$ cat src/logic/issue_pkg.sv
`default_nettype none

package issue_pkg;

    localparam int XLEN       = 32;
    localparam int REG_ADDR_W = 5;
    localparam int ROB_DEPTH  = 8;
    // tag 0 is reserved for "no producer"
    localparam int TAG_W      = 3;

    // RV32I major opcodes handled by this stage
    typedef enum logic [6:0] {
        op_lui   = 7'b0110111,
        op_auipc = 7'b0010111,
        op_br    = 7'b1100011,
        op_load  = 7'b0000011,
        op_store = 7'b0100011,
        op_imm   = 7'b0010011,
        op_reg   = 7'b0110011
    } opcode_e;

    // low three bits follow funct3, top bit is funct7[5]
    typedef enum logic [3:0] {
        alu_add = 4'b0000,
        alu_sll = 4'b0001,
        alu_xor = 4'b0100,
        alu_srl = 4'b0101,
        alu_or  = 4'b0110,
        alu_and = 4'b0111,
        alu_sub = 4'b1000,
        alu_sra = 4'b1101
    } alu_op_e;

    typedef enum logic [1:0] {
        unit_none,
        unit_alu,
        unit_cmp,
        unit_lsb
    } unit_e;

    // head of the instruction queue
    typedef struct packed {
        logic [XLEN-1:0] pc;
        logic [31:0]     word;
    } queue_entry_t;

    typedef struct packed {
        logic [XLEN-1:0]       pc;
        opcode_e               opcode;
        logic [REG_ADDR_W-1:0] rs1;
        logic [REG_ADDR_W-1:0] rs2;
        logic [REG_ADDR_W-1:0] rd;
        unit_e                 unit;
        alu_op_e               alu_op;
        // compare op or memory width
        logic [2:0]            funct3;
        logic [XLEN-1:0]       imm;
        logic                  imm_is_b;
        // operand a taken from pc or zero instead of rs1
        logic                  a_replaced;
        logic                  a_sel_pc;
        logic                  writes_rd;
        logic                  legal;
    } decoded_instr_t;

    typedef struct packed {
        logic [XLEN-1:0]  value;
        logic [TAG_W-1:0] tag;
        logic             ready;
    } operand_t;

    typedef struct packed {
        logic [XLEN-1:0]  vj;
        logic [TAG_W-1:0] qj;
        logic [XLEN-1:0]  vk;
        logic [TAG_W-1:0] qk;
    } regfile_entry_t;

    typedef struct packed {
        logic            ready;
        logic [XLEN-1:0] value;
    } rob_slot_t;

    typedef struct packed {
        rob_slot_t [ROB_DEPTH-1:0] slot;
    } rob_view_t;

    typedef struct packed {
        logic             valid;
        alu_op_e          op;
        operand_t         src_a;
        operand_t         src_b;
        logic [TAG_W-1:0] tag;
    } alu_issue_t;

    typedef struct packed {
        logic             valid;
        logic             is_branch;
        logic [2:0]       funct3;
        operand_t         src_a;
        operand_t         src_b;
        logic [XLEN-1:0]  pc;
        logic [XLEN-1:0]  offset;
        logic [TAG_W-1:0] tag;
    } cmp_issue_t;

    typedef struct packed {
        logic             valid;
        logic             is_store;
        logic [2:0]       funct3;
        operand_t         base;
        operand_t         data;
        logic [XLEN-1:0]  offset;
        logic [TAG_W-1:0] tag;
    } lsb_issue_t;

    typedef struct packed {
        logic [XLEN-1:0]       pc;
        opcode_e               opcode;
        logic [REG_ADDR_W-1:0] rd;
    } rob_entry_t;

endpackage

`default_nettype wire

$ cat src/logic/decode_issue.sv
`timescale 1ns/1ps
`default_nettype none

module decode_issue (
    input  logic                             clk,
    input  logic                             reset_i,
    input  logic                             flush_i,
    input  logic                             i_queue_empty_i,
    input  issue_pkg::queue_entry_t          instr_i,
    output logic                             i_queue_read_o,
    input  issue_pkg::regfile_entry_t        regfile_entry_i,
    output logic [issue_pkg::REG_ADDR_W-1:0] rs1_o,
    output logic [issue_pkg::REG_ADDR_W-1:0] rs2_o,
    output logic [issue_pkg::REG_ADDR_W-1:0] rd_o,
    output logic [issue_pkg::TAG_W-1:0]      tag_o,
    output logic                             load_tag_o,
    input  logic [issue_pkg::TAG_W-1:0]      rob_free_tag_i,
    input  issue_pkg::rob_view_t             rob_view_i,
    input  logic                             rob_full_i,
    output logic                             rob_write_o,
    output issue_pkg::rob_entry_t            rob_entry_o,
    input  logic                             alu_rs_full_i,
    output issue_pkg::alu_issue_t            alu_issue_o,
    input  logic                             cmp_rs_full_i,
    output issue_pkg::cmp_issue_t            cmp_issue_o,
    input  logic                             lsb_full_i,
    input  logic                             lsb_almost_full_i,
    output issue_pkg::lsb_issue_t            lsb_issue_o
);

    issue_pkg::decoded_instr_t decoded;
    issue_pkg::operand_t       src_a;
    issue_pkg::operand_t       src_b;
    logic                      fire;

    // regfile read ports straight from the decoded fields
    assign rs1_o = decoded.rs1;
    assign rs2_o = decoded.rs2;

    instr_decoder u_decoder (
        .instr_i   (instr_i),
        .decoded_o (decoded)
    );

    operand_resolver u_resolver (
        .clk             (clk),
        .reset_i         (reset_i),
        .flush_i         (flush_i),
        .decoded_i       (decoded),
        .regfile_entry_i (regfile_entry_i),
        .rob_view_i      (rob_view_i),
        .fire_i          (fire),
        .rename_tag_i    (tag_o),
        .src_a_o         (src_a),
        .src_b_o         (src_b)
    );

    dispatch_control u_dispatch (
        .reset_i           (reset_i),
        .flush_i           (flush_i),
        .decoded_i         (decoded),
        .i_queue_empty_i   (i_queue_empty_i),
        .rob_free_tag_i    (rob_free_tag_i),
        .rob_full_i        (rob_full_i),
        .alu_rs_full_i     (alu_rs_full_i),
        .cmp_rs_full_i     (cmp_rs_full_i),
        .lsb_full_i        (lsb_full_i),
        .lsb_almost_full_i (lsb_almost_full_i),
        .fire_o            (fire),
        .i_queue_read_o    (i_queue_read_o),
        .rd_o              (rd_o),
        .tag_o             (tag_o),
        .load_tag_o        (load_tag_o)
    );

    issue_register u_issue (
        .clk            (clk),
        .reset_i        (reset_i),
        .flush_i        (flush_i),
        .fire_i         (fire),
        .decoded_i      (decoded),
        .src_a_i        (src_a),
        .src_b_i        (src_b),
        .rob_free_tag_i (rob_free_tag_i),
        .alu_issue_o    (alu_issue_o),
        .cmp_issue_o    (cmp_issue_o),
        .lsb_issue_o    (lsb_issue_o),
        .rob_write_o    (rob_write_o),
        .rob_entry_o    (rob_entry_o)
    );

endmodule

`default_nettype wire

$ cat src/logic/dispatch_control.sv
`timescale 1ns/1ps
`default_nettype none

module dispatch_control (
    input  logic                             reset_i,
    input  logic                             flush_i,
    input  issue_pkg::decoded_instr_t        decoded_i,
    input  logic                             i_queue_empty_i,
    input  logic [issue_pkg::TAG_W-1:0]      rob_free_tag_i,
    input  logic                             rob_full_i,
    input  logic                             alu_rs_full_i,
    input  logic                             cmp_rs_full_i,
    input  logic                             lsb_full_i,
    input  logic                             lsb_almost_full_i,
    output logic                             fire_o,
    output logic                             i_queue_read_o,
    output logic [issue_pkg::REG_ADDR_W-1:0] rd_o,
    output logic [issue_pkg::TAG_W-1:0]      tag_o,
    output logic                             load_tag_o
);

    logic active;
    logic discard;
    logic unit_busy;

    assign active = !reset_i && !flush_i && !i_queue_empty_i && !rob_full_i;

    // illegal, or result would land in x0
    assign discard = !decoded_i.legal || (decoded_i.writes_rd && decoded_i.rd == '0);

    // almost full holds back memory ops only
    always_comb begin
        case (decoded_i.unit)
            issue_pkg::unit_alu: unit_busy = alu_rs_full_i;
            issue_pkg::unit_cmp: unit_busy = cmp_rs_full_i;
            issue_pkg::unit_lsb: unit_busy = lsb_full_i || lsb_almost_full_i;
            default:             unit_busy = 1'b1;
        endcase
    end

    assign fire_o = active && !discard && rob_free_tag_i != '0 && !unit_busy;

    assign i_queue_read_o = fire_o || (active && discard);

    // rename write to the register file
    assign load_tag_o = fire_o && decoded_i.writes_rd;
    assign rd_o       = decoded_i.rd;
    assign tag_o      = load_tag_o ? rob_free_tag_i : '0;

endmodule

`default_nettype wire

$ cat src/logic/instr_decoder.sv
`timescale 1ns/1ps
`default_nettype none

module instr_decoder (
    input  issue_pkg::queue_entry_t   instr_i,
    output issue_pkg::decoded_instr_t decoded_o
);

    logic [31:0]                word;
    issue_pkg::opcode_e         opcode;
    logic [2:0]                 funct3;
    logic                       funct7_5;
    logic                       sub_sra;
    logic [issue_pkg::XLEN-1:0] i_imm;
    logic [issue_pkg::XLEN-1:0] s_imm;
    logic [issue_pkg::XLEN-1:0] b_imm;
    logic [issue_pkg::XLEN-1:0] u_imm;

    assign word     = instr_i.word;
    assign opcode   = issue_pkg::opcode_e'(word[6:0]);
    assign funct3   = word[14:12];
    assign funct7_5 = word[30];

    assign i_imm = {{21{word[31]}}, word[30:20]};
    assign s_imm = {{21{word[31]}}, word[30:25], word[11:7]};
    assign b_imm = {{20{word[31]}}, word[7], word[30:25], word[11:8], 1'b0};
    assign u_imm = {word[31:12], 12'h000};

    // funct7[5] selects sub only in the register group, sra/srai in both
    assign sub_sra = funct7_5 &&
                     (funct3 == 3'b101 || (opcode == issue_pkg::op_reg && funct3 == 3'b000));

    always_comb begin
        decoded_o        = '0;
        decoded_o.pc     = instr_i.pc;
        decoded_o.opcode = opcode;
        decoded_o.rs1    = word[19:15];
        decoded_o.rs2    = word[24:20];
        decoded_o.rd     = word[11:7];
        decoded_o.funct3 = funct3;
        decoded_o.alu_op = issue_pkg::alu_add;
        decoded_o.unit   = issue_pkg::unit_none;
        decoded_o.legal  = 1'b1;

        case (opcode)
            issue_pkg::op_lui, issue_pkg::op_auipc: begin
                decoded_o.unit       = issue_pkg::unit_alu;
                decoded_o.imm        = u_imm;
                decoded_o.imm_is_b   = 1'b1;
                decoded_o.a_replaced = 1'b1;
                decoded_o.a_sel_pc   = (opcode == issue_pkg::op_auipc);
                decoded_o.writes_rd  = 1'b1;
            end
            issue_pkg::op_br: begin
                decoded_o.unit = issue_pkg::unit_cmp;
                decoded_o.imm  = b_imm;
            end
            issue_pkg::op_load: begin
                decoded_o.unit      = issue_pkg::unit_lsb;
                decoded_o.imm       = i_imm;
                decoded_o.writes_rd = 1'b1;
            end
            issue_pkg::op_store: begin
                decoded_o.unit = issue_pkg::unit_lsb;
                decoded_o.imm  = s_imm;
            end
            issue_pkg::op_imm, issue_pkg::op_reg: begin
                decoded_o.writes_rd = 1'b1;
                if (opcode == issue_pkg::op_imm) begin
                    decoded_o.imm      = i_imm;
                    decoded_o.imm_is_b = 1'b1;
                end
                // slt and sltu go to the compare station
                if (funct3 == 3'b010 || funct3 == 3'b011) begin
                    decoded_o.unit = issue_pkg::unit_cmp;
                end else begin
                    decoded_o.unit   = issue_pkg::unit_alu;
                    decoded_o.alu_op = issue_pkg::alu_op_e'({sub_sra, funct3});
                end
            end
            default: begin
                decoded_o.legal = 1'b0;
            end
        endcase
    end

endmodule

`default_nettype wire

$ cat src/logic/issue_register.sv
`timescale 1ns/1ps
`default_nettype none

module issue_register (
    input  logic                        clk,
    input  logic                        reset_i,
    input  logic                        flush_i,
    input  logic                        fire_i,
    input  issue_pkg::decoded_instr_t   decoded_i,
    input  issue_pkg::operand_t         src_a_i,
    input  issue_pkg::operand_t         src_b_i,
    input  logic [issue_pkg::TAG_W-1:0] rob_free_tag_i,
    output issue_pkg::alu_issue_t       alu_issue_o,
    output issue_pkg::cmp_issue_t       cmp_issue_o,
    output issue_pkg::lsb_issue_t       lsb_issue_o,
    output logic                        rob_write_o,
    output issue_pkg::rob_entry_t       rob_entry_o
);

    issue_pkg::operand_t opnd_a;
    issue_pkg::operand_t opnd_b;
    issue_pkg::operand_t zero_opnd;
    logic                is_branch;
    logic                is_store;

    assign is_branch = (decoded_i.opcode == issue_pkg::op_br);
    assign is_store  = (decoded_i.opcode == issue_pkg::op_store);

    always_comb begin
        zero_opnd       = '0;
        zero_opnd.ready = 1'b1;

        // lui takes zero, auipc takes pc
        opnd_a = src_a_i;
        if (decoded_i.a_replaced) begin
            opnd_a       = zero_opnd;
            opnd_a.value = decoded_i.a_sel_pc ? decoded_i.pc : '0;
        end

        opnd_b = src_b_i;
        if (decoded_i.imm_is_b) begin
            opnd_b       = zero_opnd;
            opnd_b.value = decoded_i.imm;
        end
    end

    always_ff @(posedge clk) begin
        if (reset_i || flush_i) begin
            alu_issue_o.valid <= 1'b0;
            cmp_issue_o.valid <= 1'b0;
            lsb_issue_o.valid <= 1'b0;
            rob_write_o       <= 1'b0;
        end else begin
            alu_issue_o.valid <= fire_i && decoded_i.unit == issue_pkg::unit_alu;
            cmp_issue_o.valid <= fire_i && decoded_i.unit == issue_pkg::unit_cmp;
            lsb_issue_o.valid <= fire_i && decoded_i.unit == issue_pkg::unit_lsb;
            rob_write_o       <= fire_i;
        end

        // payloads only; valid bits above pick the unit
        if (fire_i) begin
            alu_issue_o.op    <= decoded_i.alu_op;
            alu_issue_o.src_a <= opnd_a;
            alu_issue_o.src_b <= opnd_b;
            alu_issue_o.tag   <= rob_free_tag_i;

            cmp_issue_o.is_branch <= is_branch;
            cmp_issue_o.funct3    <= decoded_i.funct3;
            cmp_issue_o.src_a     <= opnd_a;
            cmp_issue_o.src_b     <= opnd_b;
            cmp_issue_o.pc        <= decoded_i.pc;
            cmp_issue_o.offset    <= is_branch ? decoded_i.imm : '0;
            cmp_issue_o.tag       <= rob_free_tag_i;

            // loads carry no store data
            lsb_issue_o.is_store <= is_store;
            lsb_issue_o.funct3   <= decoded_i.funct3;
            lsb_issue_o.base     <= opnd_a;
            lsb_issue_o.data     <= is_store ? opnd_b : zero_opnd;
            lsb_issue_o.offset   <= decoded_i.imm;
            lsb_issue_o.tag      <= rob_free_tag_i;

            rob_entry_o.pc     <= decoded_i.pc;
            rob_entry_o.opcode <= decoded_i.opcode;
            rob_entry_o.rd     <= decoded_i.writes_rd ? decoded_i.rd : '0;
        end
    end

endmodule

`default_nettype wire

$ cat src/logic/operand_resolver.sv
`timescale 1ns/1ps
`default_nettype none

module operand_resolver (
    input  logic                            clk,
    input  logic                            reset_i,
    input  logic                            flush_i,
    input  issue_pkg::decoded_instr_t       decoded_i,
    input  issue_pkg::regfile_entry_t       regfile_entry_i,
    input  issue_pkg::rob_view_t            rob_view_i,
    input  logic                            fire_i,
    input  logic [issue_pkg::TAG_W-1:0]     rename_tag_i,
    output issue_pkg::operand_t             src_a_o,
    output issue_pkg::operand_t             src_b_o
);

    // rd and tag renamed by the last cycle's fire
    logic [issue_pkg::REG_ADDR_W-1:0] prev_rd;
    logic [issue_pkg::TAG_W-1:0]      prev_tag;

    function automatic issue_pkg::operand_t resolve(
        input logic [issue_pkg::REG_ADDR_W-1:0] src,
        input logic [issue_pkg::XLEN-1:0]       rf_value,
        input logic [issue_pkg::TAG_W-1:0]      rf_tag
    );
        issue_pkg::operand_t opnd;
        opnd = '0;
        if (src == '0) begin
            opnd.ready = 1'b1;
        end else if (src == prev_rd) begin
            // producer issued one cycle ago, not yet visible in the regfile
            opnd.tag = prev_tag;
        end else if (rf_tag != '0 && rob_view_i.slot[rf_tag].ready) begin
            opnd.value = rob_view_i.slot[rf_tag].value;
            opnd.ready = 1'b1;
        end else begin
            opnd.value = rf_value;
            opnd.tag   = rf_tag;
            opnd.ready = (rf_tag == '0);
        end
        return opnd;
    endfunction

    always_comb begin
        src_a_o = resolve(decoded_i.rs1, regfile_entry_i.vj, regfile_entry_i.qj);
        src_b_o = resolve(decoded_i.rs2, regfile_entry_i.vk, regfile_entry_i.qk);
    end

    always_ff @(posedge clk) begin
        if (reset_i || flush_i) begin
            prev_rd  <= '0;
            prev_tag <= '0;
        end else if (fire_i && decoded_i.writes_rd) begin
            prev_rd  <= decoded_i.rd;
            prev_tag <= rename_tag_i;
        end else begin
            prev_rd  <= '0;
            prev_tag <= '0;
        end
    end

endmodule

`default_nettype wire

$ cat config.mk
export PLATFORM = sky130hd
export DESIGN_NAME = decode_issue
export DESIGN_NICKNAME = d
export VERILOG_FILES = /design/src/logic/issue_pkg.sv /design/src/logic/decode_issue.sv /design/src/logic/dispatch_control.sv /design/src/logic/instr_decoder.sv /design/src/logic/issue_register.sv /design/src/logic/operand_resolver.sv
export SDC_FILE = /design/constraint.sdc
export NUM_CORES = 1
export LEC_CHECK = 0
export BUFFER_PORTS_ARGS = -buffer_cell sky130_fd_sc_hd__buf_2
export CAP_MARGIN = 20
export CORE_AREA = 5 5 309 311
export CTS_CLUSTER_SIZE = 8
export DETAILED_ROUTE_END_ITERATION = 6
export DIE_AREA = 0 0 314 316
export PLACE_DENSITY_LB_ADDON = 0.2
export SYNTH_ARGS = -nofsm -noshare
export SYNTH_HDL_FRONTEND = slang
export SYNTH_SLANG_ARGS = --single-unit
$ cat constraint.sdc
create_clock -name clk -period 6.57 [get_ports clk]
set_input_delay 0 -clock clk [delete_from_list [all_inputs] [get_ports clk]]
set_output_delay 0 -clock clk [all_outputs]
set_load 0.02 [all_outputs]
After elaboration in Yosys (flattened, before gate mapping)

Cells that the tools add are included.

$lt $le $gt $ge: 2
Equality and inequality tests: 15
Muxes and demuxes: 33
Bitwise operators: 2
Reductions and logical operators: 46

Operator list:

| cell                 | count |
|---|---|
| $bmux W33 S3         | 2 |
| $mux W32             | 5 |
| $pmux W32 S5         | 1 |
| $mux W33             | 3 |
| $mux W36             | 2 |
| $mux W35             | 2 |
| $eq A7 B6 Y1 const B | 3 |
| $logic_and A1 B1 Y1  | 16 |
| $logic_not A5 Y1     | 3 |
| $mux W3              | 5 |
| $eq A7 B5 Y1 const B | 2 |
| $reduce_or A2 Y1     | 6 |
| $eq A5 B5 Y1         | 2 |
| $logic_not A3 Y1     | 3 |
| $reduce_bool A3 Y1   | 3 |
| $lt A3 B4 Y1 const B | 2 |
| $mux W1              | 8 |
| $pmux W2 S4          | 1 |
| $eq A7 B2 Y1 const B | 1 |
| $eq A7 B7 Y1 const B | 1 |
| $logic_not A1 Y1     | 7 |
| $reduce_or A7 Y1     | 1 |
| $eq A3 B2 Y1 const B | 2 |
| $logic_or A1 B1 Y1   | 6 |
| other kinds (8)      | 11 |

Flip-flop bits (word level): 240
Bits of input ports: 410
Output and inout port bits: 401
Logic and storage cells: 123

Logic depth before layout (Yosys ltp)

Depth after elaboration: 12
Gate-level depth with buffers: 9
Gate-level depth less buffers: 5

By module

A second synthesis with hierarchy kept.

Cells, all modules: 1,235
Area total of the unflattened synthesis: 16,592.2 um2

By module, submodules not included:

| module           | times used | cells an instance | area each (um2) | sequential area each (um2) |
|---|---|---|---|---|
| issue_register   | 1          | 600               | 9,698.1         | 6,926.6 |
| operand_resolver | 1          | 475               | 5,751.8         | 160.2 |
| instr_decoder    | 1          | 135               | 967.2           | 0.0 |
| dispatch_control | 1          | 25                | 175.2           | 0.0 |

Worst setup path after synthesis

Ideal clock, no wire load.

Path kind: input to output
Start point: input instr_i[5] (netlist name)
End point: output tag_o[1] (netlist name)
Arrival time: 3.073 ns
Required time: 6.570 ns
Path slack: 3.497 ns
Stages on the path: 8
Path buffers: 3
Path through: buf_4 -> nor2b_1 -> clkbuf_1 -> nand2b_2 -> a211oi_2 -> o21a_1 -> buf_4 -> and3_1

Cells in the longest elaborated chain, start to end: 11

RTL lines:

| what                                                 | RTL line               | RTL |
|---|---|---|
| start, declared                                      | decode_issue.sv:9      | `input issue_pkg::queue_entry_t instr_i,` |
| branches (longest 8 deep; another with $eq A7 B5 Y1) | n/a                    |  |
| $logic_and A1 B1 Y1 (*)                              | dispatch_control.sv:41 | `assign fire_o = active && !discard && rob_free_tag_i != '0 && !unit_busy;` |
| via fire                                             | decode_issue.sv:34     | `logic fire;` |
| $logic_and A1 B1 Y1 (*)                              | dispatch_control.sv:46 | `assign load_tag_o = fire_o && decoded_i.writes_rd;` |
| $mux W3 (*)                                          | dispatch_control.sv:48 | `assign tag_o = load_tag_o ? rob_free_tag_i : '0;` |
| end, declared                                        | decode_issue.sv:15     | `output logic [issue_pkg::TAG_W-1:0] tag_o,` |

Mark *: on every way through the listed nets, which the timed path passes.

Worst setup path after layout

Start point: input instr_i[2] (netlist name)
End point: output tag_o[2] (netlist name)

Cells in the longest elaborated chain, start to end: 11

RTL lines:

| what                                                 | RTL line |
|---|---|
| branches (longest 9 deep; another with $eq A7 B5 Y1) | n/a |
| $logic_and A1 B1 Y1 (*)                              | dispatch_control.sv:46 |
| $mux W3 (*)                                          | dispatch_control.sv:48 |

Every way passes the cells marked *.

==> results.json <==
{
  "die_w_um": 314,
  "pin_count": 811,
  "drt-wirelength-per-cell_um": 29.1,
  "num_vias": 13100,
  "h-tree-depth": 2,
  "p_leak_nw": 8.45,
  "grt_pass1_vias": 13500,
  "dr.pass1.iters": 5,
  "grt_pass1_wl_um": 118000,
  "drt_iter0_drc": 904,
  "cts.sinks": 240,
  "clk_latency_ps": 580,
  "floorplan.initialDensity": 0.163,
  "status": "finished, final reports clean",
  "drt-vias-per-instance": 4.21,
  "drc": 0,
  "netlist_top_cells_area": "edfxtp_1 (45%), mux4_2 (18%), buf_4 (8.6%)",
  "slew-limit-headroom": 0.300,
  "drt-total-wl_um": 90500,
  "synth.distinct_cells": 59,
  "die_h_um": 316,
  "ir_drop_mv": 0.142,
  "min_path_cells": 3,
  "drive_gt1_frac": 0.570,
  "nFillCells": 9949,
  "core_area_mm2": 0.0925,
  "finalSetupViolations": 0,
  "dieArea_mm2": 0.0992,
  "crit_required_ps": 6570,
  "cts.clk_slew.worst_paths_ps": 50,
  "path_class": "primary input to primary output",
  "synthCells": 1107,
  "final_antenna_net_count": 0,
  "io_buffers": 810,
  "cts_buffers": 37,
  "yosysSeqAreaShare": 0.470,
  "cts_root_buf": "clkbuf_16",
  "multi_input_area_mm2": 0.00624,
  "rrSetupSlack_ps": 3620,
  "slew_viol_final": 0,
  "tightest_slew_ps": 1050,
  "synthArstFlopShare": 0,
  "synth_flop_cell": "edfxtp_1",
  "cp-end-kind": "primary output",
  "row_count": 112,
  "worstPathArrival_ps": 3390,
  "synth_area_mm2": 0.0151,
  "synth_largest_area_cell": "edfxtp_1",
  "fin_setup_tns_ps": 0,
  "synth_nets": 1517,
  "instances_no_fill": 3105,
  "powerDensity_mw_per_mm2": 201,
  "maxCapViolations": 0,
  "cp_max_fo": 102,
  "regArea_mm2": 0.00709,
  "gp_congestion": 0.840,
  "finalCritPeriodShare": 0.517,
  "synth_top_area_frac": 0.454,
  "ctsResizeCount": 0,
  "timing.rr.end": "u_issue.alu_issue_o[13]",
  "start_kind": "primary input",
  "dp.final_hpwl_um": 75000,
  "synth_edf_count": 228,
  "yosys_warnings": 0,
  "regToRegStartpoint": "u_resolver.prev_rd[3]",
  "synth_commonest_cells": "edfxtp_1 (228), buf_4 (173), mux4_2 (122)",
  "cts_tree": "built",
  "grt_remaining_overflow": 0,
  "synth_most_common_cell": "edfxtp_1",
  "dp.cells": 2889,
  "synth_seq_cells": 240,
  "finalHoldViolations": 0,
  "fin_nets": 2274,
  "rsz0062_at_grt": "false",
  "period_needed_ps": 3390,
  "fmaxAchievable_mhz": 295,
  "clock_skew_ps": 20.6,
  "min_path_type": "primary input to flop",
  "syn_to_final_growth_pct": 43.3,
  "antenna_found_initial": 65,
  "grtUsageTotal": 0.173,
  "clk_path_buf_depth": 3,
  "grt_max_degree": 141,
  "hold_path_end": "u_issue.lsb_issue_o[22]",
  "postSynthAreaPerCell_um2": 13.6,
  "holdCritStartpoint": "instr_i[19]",
  "worst_r2r_path_depth": 7
}
-- timing repair --
action                                 4_1_cts  5_1_grt
buffers inserted                             0        0
endpoints found under the hold margin      198        0
setup endpoints to repair                    0        0
hold buffers                               132        0
-- how the worst max path moves through the flow --
stage,start,endpoint,slack [ps],depth (start not counted)
2_1_floorplan,instr_i[5],tag_o[1],3500,8
3_3_place_gp,regfile_entry_i[0],u_issue.alu_issue_o[16],3200,6
3_5_place_dp,regfile_entry_i[0],u_issue.alu_issue_o[16],3120,6
4_1_cts,instr_i[2],i_queue_read_o,3100,9
5_1_grt,instr_i[2],i_queue_read_o,2910,9
6_report,instr_i[2],tag_o[2],3180,9
-- cell type report --
cell class                 instances  share of cell area
sequential                       240               0.328
multi-input combinational        600               0.289
timing repair buffer             962               0.258
tap                             1197              0.0693
clock buffer                      54              0.0458
clock inverter                     8             0.00411
inverter                          23             0.00399
antenna                           21             0.00243
-- flip-flops by register name, summed over array words and instances, names as in the netlist --
register / flops
u_issue.rob_write_o: 1
u_issue.alu_issue_o: 80
u_resolver.prev_rd: 5
u_issue.cmp_issue_o: 69
u_issue.rob_entry_o: 12
u_issue.lsb_issue_o: 70
u_resolver.prev_tag: 3
-- cells by family after synthesis --
logic type | synth area share
DFF | 0.470
other | 0.000249
muxes | 0.288
and+or+nand+nor | 0.0690
buffers and inverters | 0.118
AOI/OAI and AO/OA | 0.0494
xor gates and xnor gates | 0.00581
-- routing by layer --
layer	global-route usage	routed length, µm	part of all wire
met5	0	232	0.0026
met4	0.0297	1610	0.018
met3	0.0638	8960	0.099
met2	0.303	44600	0.49
met1	0.206	35000	0.39
-- report_power, final --
group / leakage (nW) / internal, mW / switching [mW] / total (mW)
Clock: 0.519 / 1.05 / 0.797 / 1.85
Combinational: 6.03 / 0.392 / 0.420 / 0.812
Sequential: 1.90 / 1.68 / 0.000177 / 1.68
Total: 8.45 / 3.12 / 1.22 / 4.34
-- layout by cell type, fill, tap and decap left out, types with 21 or more instances in the layout --
master           n
mux2_2          66
mux2i_1         69
o21ai_1         22
o22ai_1         22
dlygate4sd3_1  132
nand2_1         50
diode_2         21
buf_2          806
mux4_2         122
inv_1           23
edfxtp_1       228
and2_1          32
nor3_1          25
a21oi_1         24
nor2_1          54
clkbuf_16       37
-- metrics by stage --
step | hold WS [ps] | util | instance area [µm²] | power (mW) | setup WS [ps]
2_1_floorplan | 98.9 | - | 15100 | 2.11 | 3500
3_3_place_gp | 194 | 0.207 | 19100 | 2.47 | 3200
3_5_place_dp | 195 | 0.207 | 19100 | 2.48 | 3120
4_1_cts | 4.52 | 0.233 | 21500 | 4.43 | 3100
5_1_grt | 11.0 | 0.233 | 21600 | 4.52 | 2910
6_report | 3.84 | 0.234 | 21600 | 4.34 | 3180
-- worst max-delay path, cell delays in order --
cell and delay, ps:
dlygate4sd3_1 540, buf_2 160, nand4bb_1 540, nand2b_2 590, a211oi_2 390, o21a_4 210
buf_12 350, and3_1 240, buf_2 160
Power figures use the tool's default switching activity.
